**src/hw/axi_pkg.sv**
```systemverilog
package axi_pkg;

    // bus widths
    localparam int addr_w = 32;
    localparam int data_w = 32;
    localparam int strb_w = data_w / 8;

    // response encoding
    typedef logic [1:0] resp_t;

    localparam resp_t resp_okay   = 2'b00;
    localparam resp_t resp_decerr = 2'b11;

endpackage
```
**src/hw/clint_pkg.sv**
```systemverilog
package clint_pkg;

    // byte offsets from the timer base
    localparam logic [axi_pkg::addr_w-1:0] off_mtimecmp_lo = 32'h0000_0040;
    localparam logic [axi_pkg::addr_w-1:0] off_mtimecmp_hi = 32'h0000_0044;
    localparam logic [axi_pkg::addr_w-1:0] off_mtime_lo    = 32'h0000_0048;
    localparam logic [axi_pkg::addr_w-1:0] off_mtime_hi    = 32'h0000_004c;

    // one host command
    typedef struct packed {
        logic                       write;
        logic [axi_pkg::addr_w-1:0] addr;
        logic [axi_pkg::data_w-1:0] wdata;
        logic [axi_pkg::strb_w-1:0] wstrb;
    } cmd_t;

    // one response back to the host
    typedef struct packed {
        logic [axi_pkg::data_w-1:0] rdata;
        axi_pkg::resp_t             resp;
    } rsp_t;

endpackage

```
**src/hw/axi_lite_if.sv**
```systemverilog
`timescale 1ns/1ps

interface axi_lite_if;

    // read address and read data
    logic [axi_pkg::addr_w-1:0] araddr;
    logic                       arvalid;
    logic                       arready;
    logic [axi_pkg::data_w-1:0] rdata;
    axi_pkg::resp_t             rresp;
    logic                       rvalid;
    logic                       rready;

    // write address, write data, write response
    logic [axi_pkg::addr_w-1:0] awaddr;
    logic                       awvalid;
    logic                       awready;
    logic [axi_pkg::data_w-1:0] wdata;
    logic [axi_pkg::strb_w-1:0] wstrb;
    logic                       wvalid;
    logic                       wready;
    axi_pkg::resp_t             bresp;
    logic                       bvalid;
    logic                       bready;

    modport master (
        output araddr, arvalid, rready,
        output awaddr, awvalid, wdata, wstrb, wvalid, bready,
        input  arready, rdata, rresp, rvalid,
        input  awready, wready, bresp, bvalid
    );

    modport slave (
        input  araddr, arvalid, rready,
        input  awaddr, awvalid, wdata, wstrb, wvalid, bready,
        output arready, rdata, rresp, rvalid,
        output awready, wready, bresp, bvalid
    );

endinterface

```
**src/hw/clint_subsys.sv**
```systemverilog
`timescale 1ns/1ps

module clint_subsys #(
    parameter int unsigned                fifo_depth = 4,
    parameter logic [axi_pkg::addr_w-1:0] clint_base = 32'ha000_0000
) (
    input  logic                       clk,
    input  logic                       rst_n,
    input  logic                       cmd_req,
    input  logic                       cmd_write,
    input  logic [axi_pkg::addr_w-1:0] cmd_addr,
    input  logic [axi_pkg::data_w-1:0] cmd_wdata,
    input  logic [axi_pkg::strb_w-1:0] cmd_wstrb,
    output logic                       cmd_ack,
    output logic                       rsp_req,
    input  logic                       rsp_ack,
    output logic [axi_pkg::data_w-1:0] rsp_rdata,
    output logic                       rsp_err,
    output logic                       timer_irq
);

    logic            push;
    logic            full;
    logic            pop_valid;
    logic            pop_ready;
    clint_pkg::cmd_t push_cmd;
    clint_pkg::cmd_t pop_cmd;

    axi_lite_if axil_bus ();

    cmd_capture capture_i (
        .clk       (clk),
        .rst_n     (rst_n),
        .cmd_req   (cmd_req),
        .cmd_write (cmd_write),
        .cmd_addr  (cmd_addr),
        .cmd_wdata (cmd_wdata),
        .cmd_wstrb (cmd_wstrb),
        .cmd_ack   (cmd_ack),
        .push      (push),
        .push_cmd  (push_cmd),
        .full      (full)
    );

    cmd_fifo #(
        .depth (fifo_depth)
    ) fifo_i (
        .clk       (clk),
        .rst_n     (rst_n),
        .push      (push),
        .push_cmd  (push_cmd),
        .full      (full),
        .pop_valid (pop_valid),
        .pop_ready (pop_ready),
        .pop_cmd   (pop_cmd)
    );

    axil_master master_i (
        .clk       (clk),
        .rst_n     (rst_n),
        .pop_valid (pop_valid),
        .pop_ready (pop_ready),
        .pop_cmd   (pop_cmd),
        .bus       (axil_bus.master),
        .rsp_req   (rsp_req),
        .rsp_ack   (rsp_ack),
        .rsp_rdata (rsp_rdata),
        .rsp_err   (rsp_err)
    );

    clint #(
        .base (clint_base)
    ) clint_i (
        .clk       (clk),
        .rst_n     (rst_n),
        .bus       (axil_bus.slave),
        .timer_irq (timer_irq)
    );

endmodule

```
**src/hw/clint.sv**
```systemverilog
`timescale 1ns/1ps

module clint #(
    parameter logic [axi_pkg::addr_w-1:0] base = 32'ha000_0000
) (
    input  logic       clk,
    input  logic       rst_n,
    axi_lite_if.slave  bus,
    output logic       timer_irq
);

    typedef enum logic [1:0] {
        st_idle,
        st_read,
        st_awrite,
        st_write
    } state_t;

    state_t                     state;
    logic [axi_pkg::addr_w-1:0] addr_q;
    logic [axi_pkg::addr_w-1:0] offset;
    logic [63:0]                mtime;
    logic [63:0]                mtimecmp;
    logic                       done;
    logic                       ar_fire;
    logic                       aw_fire;
    logic                       w_fire;
    logic                       r_fire;
    logic                       b_fire;
    logic [axi_pkg::data_w-1:0] rd_data;
    axi_pkg::resp_t             rd_resp;
    axi_pkg::resp_t             wr_resp;

    // read wins when both address channels are valid
    assign bus.arready = (state == st_idle);
    assign bus.awready = (state == st_idle) && !bus.arvalid;
    assign bus.wready  = (state == st_awrite);
    assign bus.rvalid  = (state == st_read) && done;
    assign bus.bvalid  = (state == st_write) && done;

    assign ar_fire = bus.arvalid && bus.arready;
    assign aw_fire = bus.awvalid && bus.awready;
    assign w_fire  = bus.wvalid && bus.wready;
    assign r_fire  = bus.rvalid && bus.rready;
    assign b_fire  = bus.bvalid && bus.bready;

    assign offset    = addr_q - base;
    assign timer_irq = (mtime >= mtimecmp);

    // register decode on the latched address
    always_comb begin
        rd_data = '0;
        rd_resp = axi_pkg::resp_okay;
        wr_resp = axi_pkg::resp_okay;
        case (offset)
            clint_pkg::off_mtimecmp_lo: rd_data = mtimecmp[31:0];
            clint_pkg::off_mtimecmp_hi: rd_data = mtimecmp[63:32];
            clint_pkg::off_mtime_lo:    rd_data = mtime[31:0];
            clint_pkg::off_mtime_hi:    rd_data = mtime[63:32];
            default: begin
                rd_resp = axi_pkg::resp_decerr;
                wr_resp = axi_pkg::resp_decerr;
            end
        endcase
    end

    always_ff @(posedge clk) begin
        if (!rst_n) begin
            mtime <= '0;
        end else begin
            mtime <= mtime + 64'd1;
        end
    end

    always_ff @(posedge clk) begin
        if (!rst_n) begin
            state <= st_idle;
            done  <= 1'b0;
        end else begin
            case (state)
                st_idle: begin
                    if (ar_fire) begin
                        state <= st_read;
                    end else if (aw_fire) begin
                        state <= st_awrite;
                    end
                end
                st_read: begin
                    if (r_fire) begin
                        state <= st_idle;
                    end
                end
                st_awrite: begin
                    if (w_fire) begin
                        state <= st_write;
                    end
                end
                st_write: begin
                    if (b_fire) begin
                        state <= st_idle;
                    end
                end
                default: begin
                    state <= st_idle;
                end
            endcase
            // one cycle of lookup before valid goes high
            done <= ((state == st_read) && !r_fire) || ((state == st_write) && !b_fire);
        end
    end

    always_ff @(posedge clk) begin
        if (ar_fire) begin
            addr_q <= bus.araddr;
        end else if (aw_fire) begin
            addr_q <= bus.awaddr;
        end
        if ((state == st_read) && !done) begin
            bus.rdata <= rd_data;
            bus.rresp <= rd_resp;
        end
        if (w_fire) begin
            bus.bresp <= wr_resp;
        end
    end

    // mtime writes fall through here untouched
    always_ff @(posedge clk) begin
        if (!rst_n) begin
            mtimecmp <= '1;
        end else if (w_fire) begin
            for (int i = 0; i < axi_pkg::strb_w; i++) begin
                if (bus.wstrb[i] && (offset == clint_pkg::off_mtimecmp_lo)) begin
                    mtimecmp[8*i +: 8] <= bus.wdata[8*i +: 8];
                end
                if (bus.wstrb[i] && (offset == clint_pkg::off_mtimecmp_hi)) begin
                    mtimecmp[32 + 8*i +: 8] <= bus.wdata[8*i +: 8];
                end
            end
        end
    end

endmodule

```
**src/hw/axil_master.sv**
```systemverilog
`timescale 1ns/1ps

module axil_master (
    input  logic                       clk,
    input  logic                       rst_n,
    input  logic                       pop_valid,
    output logic                       pop_ready,
    input  clint_pkg::cmd_t            pop_cmd,
    axi_lite_if.master                 bus,
    output logic                       rsp_req,
    input  logic                       rsp_ack,
    output logic [axi_pkg::data_w-1:0] rsp_rdata,
    output logic                       rsp_err
);

    typedef enum logic [2:0] {
        st_idle,
        st_addr,
        st_wdata,
        st_resp,
        st_rsp_req,
        st_rsp_done
    } state_t;

    state_t          state;
    clint_pkg::cmd_t cmd_q;
    clint_pkg::rsp_t rsp_q;
    logic            rd_done;
    logic            wr_done;

    // one transaction open at a time, so only pop from idle
    assign pop_ready = (state == st_idle);

    assign bus.araddr  = cmd_q.addr;
    assign bus.arvalid = (state == st_addr) && !cmd_q.write;
    assign bus.awaddr  = cmd_q.addr;
    assign bus.awvalid = (state == st_addr) && cmd_q.write;
    assign bus.wdata   = cmd_q.wdata;
    assign bus.wstrb   = cmd_q.wstrb;
    assign bus.wvalid  = (state == st_wdata);
    assign bus.rready  = (state == st_resp) && !cmd_q.write;
    assign bus.bready  = (state == st_resp) && cmd_q.write;

    assign rd_done = bus.rvalid && bus.rready;
    assign wr_done = bus.bvalid && bus.bready;

    assign rsp_req   = (state == st_rsp_req);
    assign rsp_rdata = rsp_q.rdata;
    assign rsp_err   = (rsp_q.resp != axi_pkg::resp_okay);

    always_ff @(posedge clk) begin
        if (!rst_n) begin
            state <= st_idle;
        end else begin
            case (state)
                st_idle: begin
                    if (pop_valid) begin
                        state <= st_addr;
                    end
                end
                st_addr: begin
                    if (bus.arvalid && bus.arready) begin
                        state <= st_resp;
                    end else if (bus.awvalid && bus.awready) begin
                        state <= st_wdata;
                    end
                end
                st_wdata: begin
                    if (bus.wready) begin
                        state <= st_resp;
                    end
                end
                st_resp: begin
                    if (rd_done || wr_done) begin
                        state <= st_rsp_req;
                    end
                end
                st_rsp_req: begin
                    if (rsp_ack) begin
                        state <= st_rsp_done;
                    end
                end
                // wait for ack low before the next command can answer
                st_rsp_done: begin
                    if (!rsp_ack) begin
                        state <= st_idle;
                    end
                end
                default: begin
                    state <= st_idle;
                end
            endcase
        end
    end

    always_ff @(posedge clk) begin
        if (pop_valid && pop_ready) begin
            cmd_q <= pop_cmd;
        end
        if (rd_done) begin
            rsp_q.rdata <= bus.rdata;
            rsp_q.resp  <= bus.rresp;
        end
        // writes carry no data back
        if (wr_done) begin
            rsp_q.rdata <= '0;
            rsp_q.resp  <= bus.bresp;
        end
    end

endmodule

```
**src/hw/cmd_fifo.sv**
```systemverilog
`timescale 1ns/1ps

module cmd_fifo #(
    parameter int unsigned depth = 4
) (
    input  logic            clk,
    input  logic            rst_n,
    input  logic            push,
    input  clint_pkg::cmd_t push_cmd,
    output logic            full,
    output logic            pop_valid,
    input  logic            pop_ready,
    output clint_pkg::cmd_t pop_cmd
);

    localparam int unsigned ptr_w = (depth > 1) ? $clog2(depth) : 1;
    localparam int unsigned cnt_w = $clog2(depth + 1);

    clint_pkg::cmd_t  mem [depth];
    logic [ptr_w-1:0] wr_ptr;
    logic [ptr_w-1:0] rd_ptr;
    logic [cnt_w-1:0] count;
    logic             do_push;
    logic             do_pop;

    // head entry is shown directly
    assign pop_cmd   = mem[rd_ptr];
    assign full      = (count == cnt_w'(depth));
    assign pop_valid = (count != '0);
    assign do_push   = push && !full;
    assign do_pop    = pop_valid && pop_ready;

    // wrap for any depth, not only powers of two
    function automatic logic [ptr_w-1:0] advance(input logic [ptr_w-1:0] ptr);
        if (ptr == ptr_w'(depth - 1)) begin
            return '0;
        end
        return ptr + 1'b1;
    endfunction

    always_ff @(posedge clk) begin
        if (!rst_n) begin
            wr_ptr <= '0;
            rd_ptr <= '0;
            count  <= '0;
        end else begin
            if (do_push) begin
                wr_ptr <= advance(wr_ptr);
            end
            if (do_pop) begin
                rd_ptr <= advance(rd_ptr);
            end
            case ({do_push, do_pop})
                2'b10:   count <= count + 1'b1;
                2'b01:   count <= count - 1'b1;
                default: count <= count;
            endcase
        end
    end

    always_ff @(posedge clk) begin
        if (do_push) begin
            mem[wr_ptr] <= push_cmd;
        end
    end

endmodule

```
**src/hw/cmd_capture.sv**
```systemverilog
`timescale 1ns/1ps

module cmd_capture (
    input  logic                       clk,
    input  logic                       rst_n,
    input  logic                       cmd_req,
    input  logic                       cmd_write,
    input  logic [axi_pkg::addr_w-1:0] cmd_addr,
    input  logic [axi_pkg::data_w-1:0] cmd_wdata,
    input  logic [axi_pkg::strb_w-1:0] cmd_wstrb,
    output logic                       cmd_ack,
    output logic                       push,
    output clint_pkg::cmd_t            push_cmd,
    input  logic                       full
);

    typedef enum logic {
        st_wait_req,
        st_ack
    } state_t;

    state_t state;
    logic   take;

    // new request only when the fifo has room
    assign take    = (state == st_wait_req) && cmd_req && !full;
    assign cmd_ack = (state == st_ack);

    always_ff @(posedge clk) begin
        if (!rst_n) begin
            state <= st_wait_req;
            push  <= 1'b0;
        end else begin
            push <= take;
            case (state)
                st_wait_req: begin
                    if (take) begin
                        state <= st_ack;
                    end
                end
                // hold ack until the host lets go of req
                st_ack: begin
                    if (!cmd_req) begin
                        state <= st_wait_req;
                    end
                end
                default: begin
                    state <= st_wait_req;
                end
            endcase
        end
    end

    always_ff @(posedge clk) begin
        if (take) begin
            push_cmd.write <= cmd_write;
            push_cmd.addr  <= cmd_addr;
            push_cmd.wdata <= cmd_wdata;
            push_cmd.wstrb <= cmd_wstrb;
        end
    end

endmodule

```
**config.mk**
```make
export PLATFORM = sky130hd
export DESIGN_NAME = clint_subsys
export DESIGN_NICKNAME = d
export VERILOG_FILES = /design/src/hw/axi_pkg.sv /design/src/hw/clint_pkg.sv /design/src/hw/axi_lite_if.sv /design/src/hw/clint_subsys.sv /design/src/hw/clint.sv /design/src/hw/axil_master.sv /design/src/hw/cmd_fifo.sv /design/src/hw/cmd_capture.sv
export SDC_FILE = /design/constraint.sdc
export NUM_CORES = 1
export LEC_CHECK = 0
export ABC_AREA = 1
export BUFFER_PORTS_ARGS = -buffer_cell sky130_fd_sc_hd__buf_2
export CAP_MARGIN = 20
export CORE_MARGIN = 2
export CORE_UTILIZATION = 45
export CTS_BUF_LIST = sky130_fd_sc_hd__clkbuf_4
export CTS_CLUSTER_SIZE = 12
export DETAILED_ROUTE_END_ITERATION = 8
export HOLD_SLACK_MARGIN = 0.08
export PLACE_DENSITY = 0.7
export SKIP_CTS_REPAIR_TIMING = 1
export SYNTH_ARGS = -nofsm -noshare
export SYNTH_HDL_FRONTEND = slang
export SYNTH_HIERARCHICAL = 1
export SYNTH_SLANG_ARGS = --single-unit
```
**constraint.sdc**
```tcl
create_clock -name clk -period 4.9 [get_ports clk]
set_input_delay 0.98 -clock clk [delete_from_list [all_inputs] [get_ports clk]]
set_output_delay 0.98 -clock clk [all_outputs]
set_load 0.02 [all_outputs]
```
==> metrics.txt, run 1 <==
Detail Route met2 WL roughly 36 mm; mean instance size in the synthesized netlist approximately 11 µm²; highest metal used met4; insertion delay of the later-clocked pin in the worst-skew pair ~0.97 ns; crit path launch type register; Post-synth top flop sky130_fd_sc_hd__edfxtp_1; Final ANT Viol Nets 0; initial antenna violation count 2; area share of the largest cell type after synthesis 0.487; slew at the pin with the worst max-slew slack about 1.1 ns; RePlAce Congestion 0.957; top fanout value on the critical path 3; number of synthesized flops with an enable pin ~480; number of ports placed on the die boundary approximately 110; number of fill cells between 6k and 7k; Final Critical Period a little under 4 ns; clock edge transition at the registers on the reported setup and hold paths about 0.07 ns; cell row count between 90 and 100; Die ar. around 68000 µm²; max-slew headroom at the worst pin 0.276; critical path class reg -> out; placed insts 3572; maximum achievable frequency about 0.26 GHz; post-synthesis register bit count roughly 660; met3 WL roughly 4.6 mm; largest cells by area after synthesis sky130_fd_sc_hd__edfxtp_1, sky130_fd_sc_hd__dfxtp_1, sky130_fd_sc_hd__nand2_1; total overflow reported by the global router 0; x dimension of the die 261 µm; Tightest Hold Check Type in -> reg; required time of the worst setup path between 3 and 4 ns; result of the run finished clean; buffer type at the clock tree root sky130_fd_sc_hd__clkbuf_4; Min Hold Slack about 0.19 ns; placed cell areas between 30000 and 40000 µm²; post-placement worst setup slack between 1.5 and 2 ns; number of unique standard cell types used by synthesis slightly above 50; post-detailed-route DRC marker count 0; CTS sink cnt approximately 660; Met1 Routed Length roughly 32 mm; maximum vdd ir drop 0.301 mV; unrepaired setup endpoints after global routing false; leakage power summed over all cells about 12 nW; CTS tree done; most frequently used cell type in the post-synthesis netlist sky130_fd_sc_hd__edfxtp_1; Worst Skew around 0.056 ns; first-pass iteration count of the detailed router 5; sort of element at the end of the critical path output pin; total standard cell area after synthesis 29700 µm²; cell type with the largest total area after synthesis sky130_fd_sc_hd__edfxtp_1; via count of the routed design 21.0k; maximum number of pins on one net before global-route repair just under 100; share of cells above drive strength 1 0.194; net count reported at finish ~3.0k; All-Layer GR Usage 0.221; I/O Buffers 108; average vias per placed instance 5.41; Synthesis Warnings 6; global-route wire length before repair 115 mm; non-filler cells in the finished layout a little under 4k; hpwl dp roughly 51 mm; Pins Over Slew Limit 0; most frequent cells after synthesis sky130_fd_sc_hd__edfxtp_1, sky130_fd_sc_hd__nand2_1, sky130_fd_sc_hd__nor2_1, sky130_fd_sc_hd__inv_1, sky130_fd_sc_hd__nand4_1; final hold vios 0; vias in the first global route around 20k; max-cap violation count 0; number of H-tree levels 4; number of DRC violations after detailed-routing iteration 0 1752; arrival time reported for the critical path endpoint between 2 and 3 ns; async set-reset flop share out of synthesis 0; final setup violation count 0; crit path setup slack, layout 1.03 ns; register area share after synthesis 0.606; Post-Synthesis Cells 2816; Mapped Nets between 2k and 3k; cell area after layout ~32000 µm²; final-layout setup total negative slack 0 ns; total clock buffers created by CTS 170; buffer levels on the longest clock path 3; power density relative to cell area between 400 and 500 nW/µm²; average routed wire per standard cell a little under 20 µm; area growth from synthesis to final layout 8.42%; die height around 260 µm; Placeable Area between 60000 and 70000 µm²; wire length reported by the detailed router around 75 mm; initial standard-cell utilization of the core 0.453; crit share post-route 0.790
==> routing by layer <==
metal  track usage  vias to the layer above
met5             0                        -
met4        0.0836                        0
met3        0.0439                      107
met2         0.362                      753
met1         0.293                    10100
li1              -                    10000
==> critical path: stages (launching register included) <==
cell                      delay (ns)
sky130_fd_sc_hd__dfxtp_1        0.35
sky130_fd_sc_hd__inv_1          0.05
sky130_fd_sc_hd__ha_1           0.29
sky130_fd_sc_hd__nand2_1        0.07
sky130_fd_sc_hd__nor2_1         0.14
sky130_fd_sc_hd__nand3_1        0.17
sky130_fd_sc_hd__nor3_1         0.27
sky130_fd_sc_hd__and3_1         0.19
sky130_fd_sc_hd__nand2_1        0.05
sky130_fd_sc_hd__nand2_1        0.16
sky130_fd_sc_hd__buf_2          0.21
==> power by group <==
part | internal (mW) | switching [mW] | total (mW)
clock | 2.46 | 2.22 | 4.67
sequential | 7.05 | 0.459 | 7.51
combinational | 0.754 | 1.83 | 2.58
==> area by class of cell <==
class	count	area [µm²]	area share
diodes	1	2.50	0.0000776
repair buffers	157	946	0.0294
well taps	864	1080	0.0335
multi-input cells	1658	9120	0.283
clock buffers	243	1820	0.0566
clock inverters	53	335	0.0104
flip-flops and latches	659	18000	0.559
inverters	239	900	0.0279
==> flip-flops by register name (all words and copies together) (netlist names), 64 cells and up, named ones only <==
register	cells
capture_i/push_cmd	69
clint_i/mtime	64
clint_i/mtimecmp	64
fifo_i/mem	276
==> worst paths after layout <==
| kind | from | end | slack (ns) | cells past startpoint |
|---|---|---|---|---|
| min reg2reg | master_i/rsp_rdata[1] | master_i/rsp_rdata[1] | 0.47 | 2 |
| max reg2reg | clint_i/addr_q[29] | clint_i/bus.rdata[14] | 2.02 | 9 |
| max | clint_i/mtimecmp[55] | timer_irq | 1.03 | 10 |
| min | cmd_addr[7] | capture_i/push_cmd[43] | 0.19 | 1 |
==> placed cells by master, fill, tap and decap left out, drive strengths merged, types with 2 or more instances in the layout <==
cell type	instances
o22ai	69
buf	152
ha	72
nand2	378
bufinv	3
inv	248
mux2	32
nand4	196
a21oi	118
o21a	5
nor3b	3
xor2	4
dfxtp	177
xnor2	2
a21o	2
nand3	220
nor2	335
nor3	30
clkbuf	243
dlygate4sd3	5
or2	7
nand3b	3
clkinv	40
edfxtp	482
o21ai	175
==> logic make-up (layout without fill, tap and decap cells) <==
| group | after synthesis | in the layout | share of synthesized area |
|---|---|---|---|
| buffers and inverters | 499 | 692 | 0.0897 |
| other | 0 | 1 | 0 |
| multiplexers | 32 | 32 | 0.0121 |
| XOR/XNOR | 6 | 6 | 0.00177 |
| flip-flops | 659 | 659 | 0.606 |
| AND/OR/NAND/NOR | 1175 | 1175 | 0.189 |
| adder cells (fa/ha/maj) | 73 | 73 | 0.0310 |
| AO/OA/AOI/OAI | 372 | 372 | 0.0702 |
==> through the flow <==
step / utilization / total power [mW]
2_1_floorplan: - / 9.94
3_3_place_gp: 0.457 / 10.1
3_5_place_dp: 0.457 / 10.2
4_1_cts: 0.490 / 14.9
5_1_grt: 0.491 / 15.6
6_report: 0.491 / 14.8
(Power assumes the default switching activity.)
==> inputs of run 2 (changes only) <==
Settings changed: PLACE_DENSITY 0.7 to 0.72.
Clock period 4.9 ns to 3.1 ns, I/O delays scaled along.
==> run 2 against run 1 <==
  * Via count rose by 1.8%
  * Wire length barely moved
  * Critical path depth fell by 1
  * Sequential share of layout area fell by 2.1 points
  * Core utilization rose by 2.2 points
  * Worst setup slack got worse by 1.3 ns
  * Clock skew rose by 0.0035 ns
  * Die area did not move
  * Clock-buffer cell count rose by 6
  * Critical endpoint unchanged
  * The flow now finishes with violations (negative setup slack)
  * Global-route usage fell by 0.53 points
  * First-iteration DRC count rose by 20%
  * Highest routed layer is now met5
==> metrics.txt, run 2 (synthesis results as in run 1) <==
result of the run finished, violations left; violations in the final reports negative setup slack; commonest cells after routing, fill and taps aside sky130_fd_sc_hd__edfxtp_1, sky130_fd_sc_hd__nand2_1, sky130_fd_sc_hd__nor2_1; insertion delay of the later-clocked pin in the worst-skew pair 1.00 ns; Worst setup startpoint clint_i/mtime[52]; average vias per placed instance approximately 5.4; slew at the pin with the worst max-slew slack between 0.8 and 0.9 ns; net count reported at finish approximately 3.1k; series of cell instances along the critical path ha_1 > nand2_2 > nor2_4 > nand3_2 > nor3_2 > and3_4 > nand2_4 > nand2_4 > buf_6; sort of element at the end of the critical path output pin; Worst Skew about 0.060 ns; maximum achievable frequency approximately 0.3 GHz; unrepaired setup endpoints after global routing true; global-route wire length before repair roughly 110 mm; total overflow reported by the global router 0; clock edge transition at the registers on the reported setup and hold paths 0.07 ns; initial antenna violation count 3; number of ports placed on the die boundary roughly 110; Tightest Hold Check Type in -> reg; post-detailed-route DRC marker count 0; buffer type at the clock tree root sky130_fd_sc_hd__clkbuf_4; area growth from synthesis to final layout 13.2%; final setup violation count 1; placed cell areas roughly 30000 µm²; top fanout value on the critical path 6; leading cell type in the layout, fill and taps excluded sky130_fd_sc_hd__edfxtp_1; startpoint of the lowest-slack hold path rst_n; cell row count 94; highest metal used met5; number of flip-flops under the largest register name around 280; Final ANT Viol Nets 0; Met1 Routed Length ~32 mm; Final Critical Period between 3 and 4 ns; number of DRC violations after detailed-routing iteration 0 about 2.1k; power consumption between 20 and 25 mW; leakage power summed over all cells 12.9 nW; Largest regs fifo_i/mem: 276 flops, capture_i/push_cmd: 69 flops; Placeable Area 65600 µm²; cell area after layout 33600 µm²; hpwl dp about 50 mm; power density relative to cell area slightly above 700 nW/µm²; max-slew headroom at the worst pin 0.449; critical path's largest stage delay about 0.36 ns; buffer levels on the longest clock path 3; via count of the routed design roughly 21k; reg2reg start clint_i/addr_q[15]; register containing the most flip-flops in the final layout fifo_i/mem; Die ar. between 60000 and 70000 µm²; vias in the first global route just under 20k; All-Layer GR Usage 0.216; first-pass iteration count of the detailed router 6; critical path class reg -> out; crit path launch type register; CTS tree done; Pins Over Slew Limit 0; crit-path most repeated cell sky130_fd_sc_hd__nand2_4; met3 WL between 6 and 7 mm; share of cells above drive strength 1 0.227; x dimension of the die between 200 and 300 µm; crit share post-route 1.07; required time of the worst setup path about 2.5 ns; initial standard-cell utilization of the core 0.453; CTS sink cnt 659; average routed wire per standard cell around 19 µm; number of H-tree levels 4; max-cap violation count 0; RePlAce Congestion a little over 1; Max stage delay cell, worst path sky130_fd_sc_hd__dfxtp_1; Detail Route met2 WL ~34 mm; maximum number of pins on one net before global-route repair 139; maximum vdd ir drop about 0.63 mV; crit path setup slack, layout -0.225 ns; arrival time reported for the critical path endpoint approximately 2.7 ns; final hold vios 0; I/O Buffers roughly 110; total clock buffers created by CTS around 170; wire length reported by the detailed router between 70 and 80 mm; die height ~260 µm
## run 2: cell types whose count changed in the layout (fill, tap and decap cells not counted), moves of 6 or more
cell	change
sky130_fd_sc_hd__dfxtp_2	+47
sky130_fd_sc_hd__nand2_1	-11
sky130_fd_sc_hd__dlygate4sd3_1	+65
sky130_fd_sc_hd__clkbuf_4	+6
sky130_fd_sc_hd__ha_1	-7
sky130_fd_sc_hd__buf_12	+17
sky130_fd_sc_hd__dfxtp_1	-51
sky130_fd_sc_hd__nor2_1	-11
sky130_fd_sc_hd__buf_4	+13
sky130_fd_sc_hd__nor2_2	+8
sky130_fd_sc_hd__ha_4	+7
sky130_fd_sc_hd__nand2_2	+9
## run 2: final timing paths
| check | to | depth (start not counted) | slack (ns) |
|---|---|---|---|
| setup / recovery | timer_irq | 9 | -0.23 |
| hold / removal | capture_i/push | 4 | 0.17 |
| setup reg to reg | clint_i/mtimecmp[17] | 8 | 0.69 |
| hold reg to reg | master_i/rsp_rdata[1] | 2 | 0.47 |
## run 2: area by class of cell
| type | count | area [µm²] |
|---|---|---|
| fillers | 5766 | 32000 |
| clock buffers | 249 | 1870 |
| clock inverters | 53 | 347 |
| repair buffers | 252 | 2040 |
| well taps | 864 | 1080 |
| diodes | 2 | 5.00 |
| multi-input cells | 1658 | 9310 |
| inverters | 239 | 900 |
| flip-flops and latches | 659 | 18100 |
## run 2: through the flow
step                      TNS (ns)  worst slack (ns)  hold slack, ns  std cells  utilization
after floorplan            -250.45            -0.907           0.445       2816            -
after global routing        -0.338            -0.338           0.104       3976        0.513
after global placement           0             0.569           0.456       3597        0.463
after CTS                   -0.522            -0.522          -0.320       3899        0.497
final                       -0.225            -0.225           0.166       3976        0.513
after detailed placement         0             0.560           0.460       3597        0.463
## run 2: worst max-delay path: cells and delay by family, from the launching register on
kind                     cells  cell delay (ns)
AND/OR/NAND/NOR              7             0.89
buffers and inverters        1             0.12
adder cells (fa/ha/maj)      1             0.33
flip-flops                   1             0.36
## run 2: per-layer routing
layer	track usage	up-vias
li1	-	10200
met4	0.0966	2
met3	0.0601	151
met2	0.328	867
met1	0.290	10100
met5	0	-
## run 2: where the power goes
part	switching (mW)	internal [mW]
registers	0.597	11.1
logic	3.00	1.36
clock network	3.56	4.03
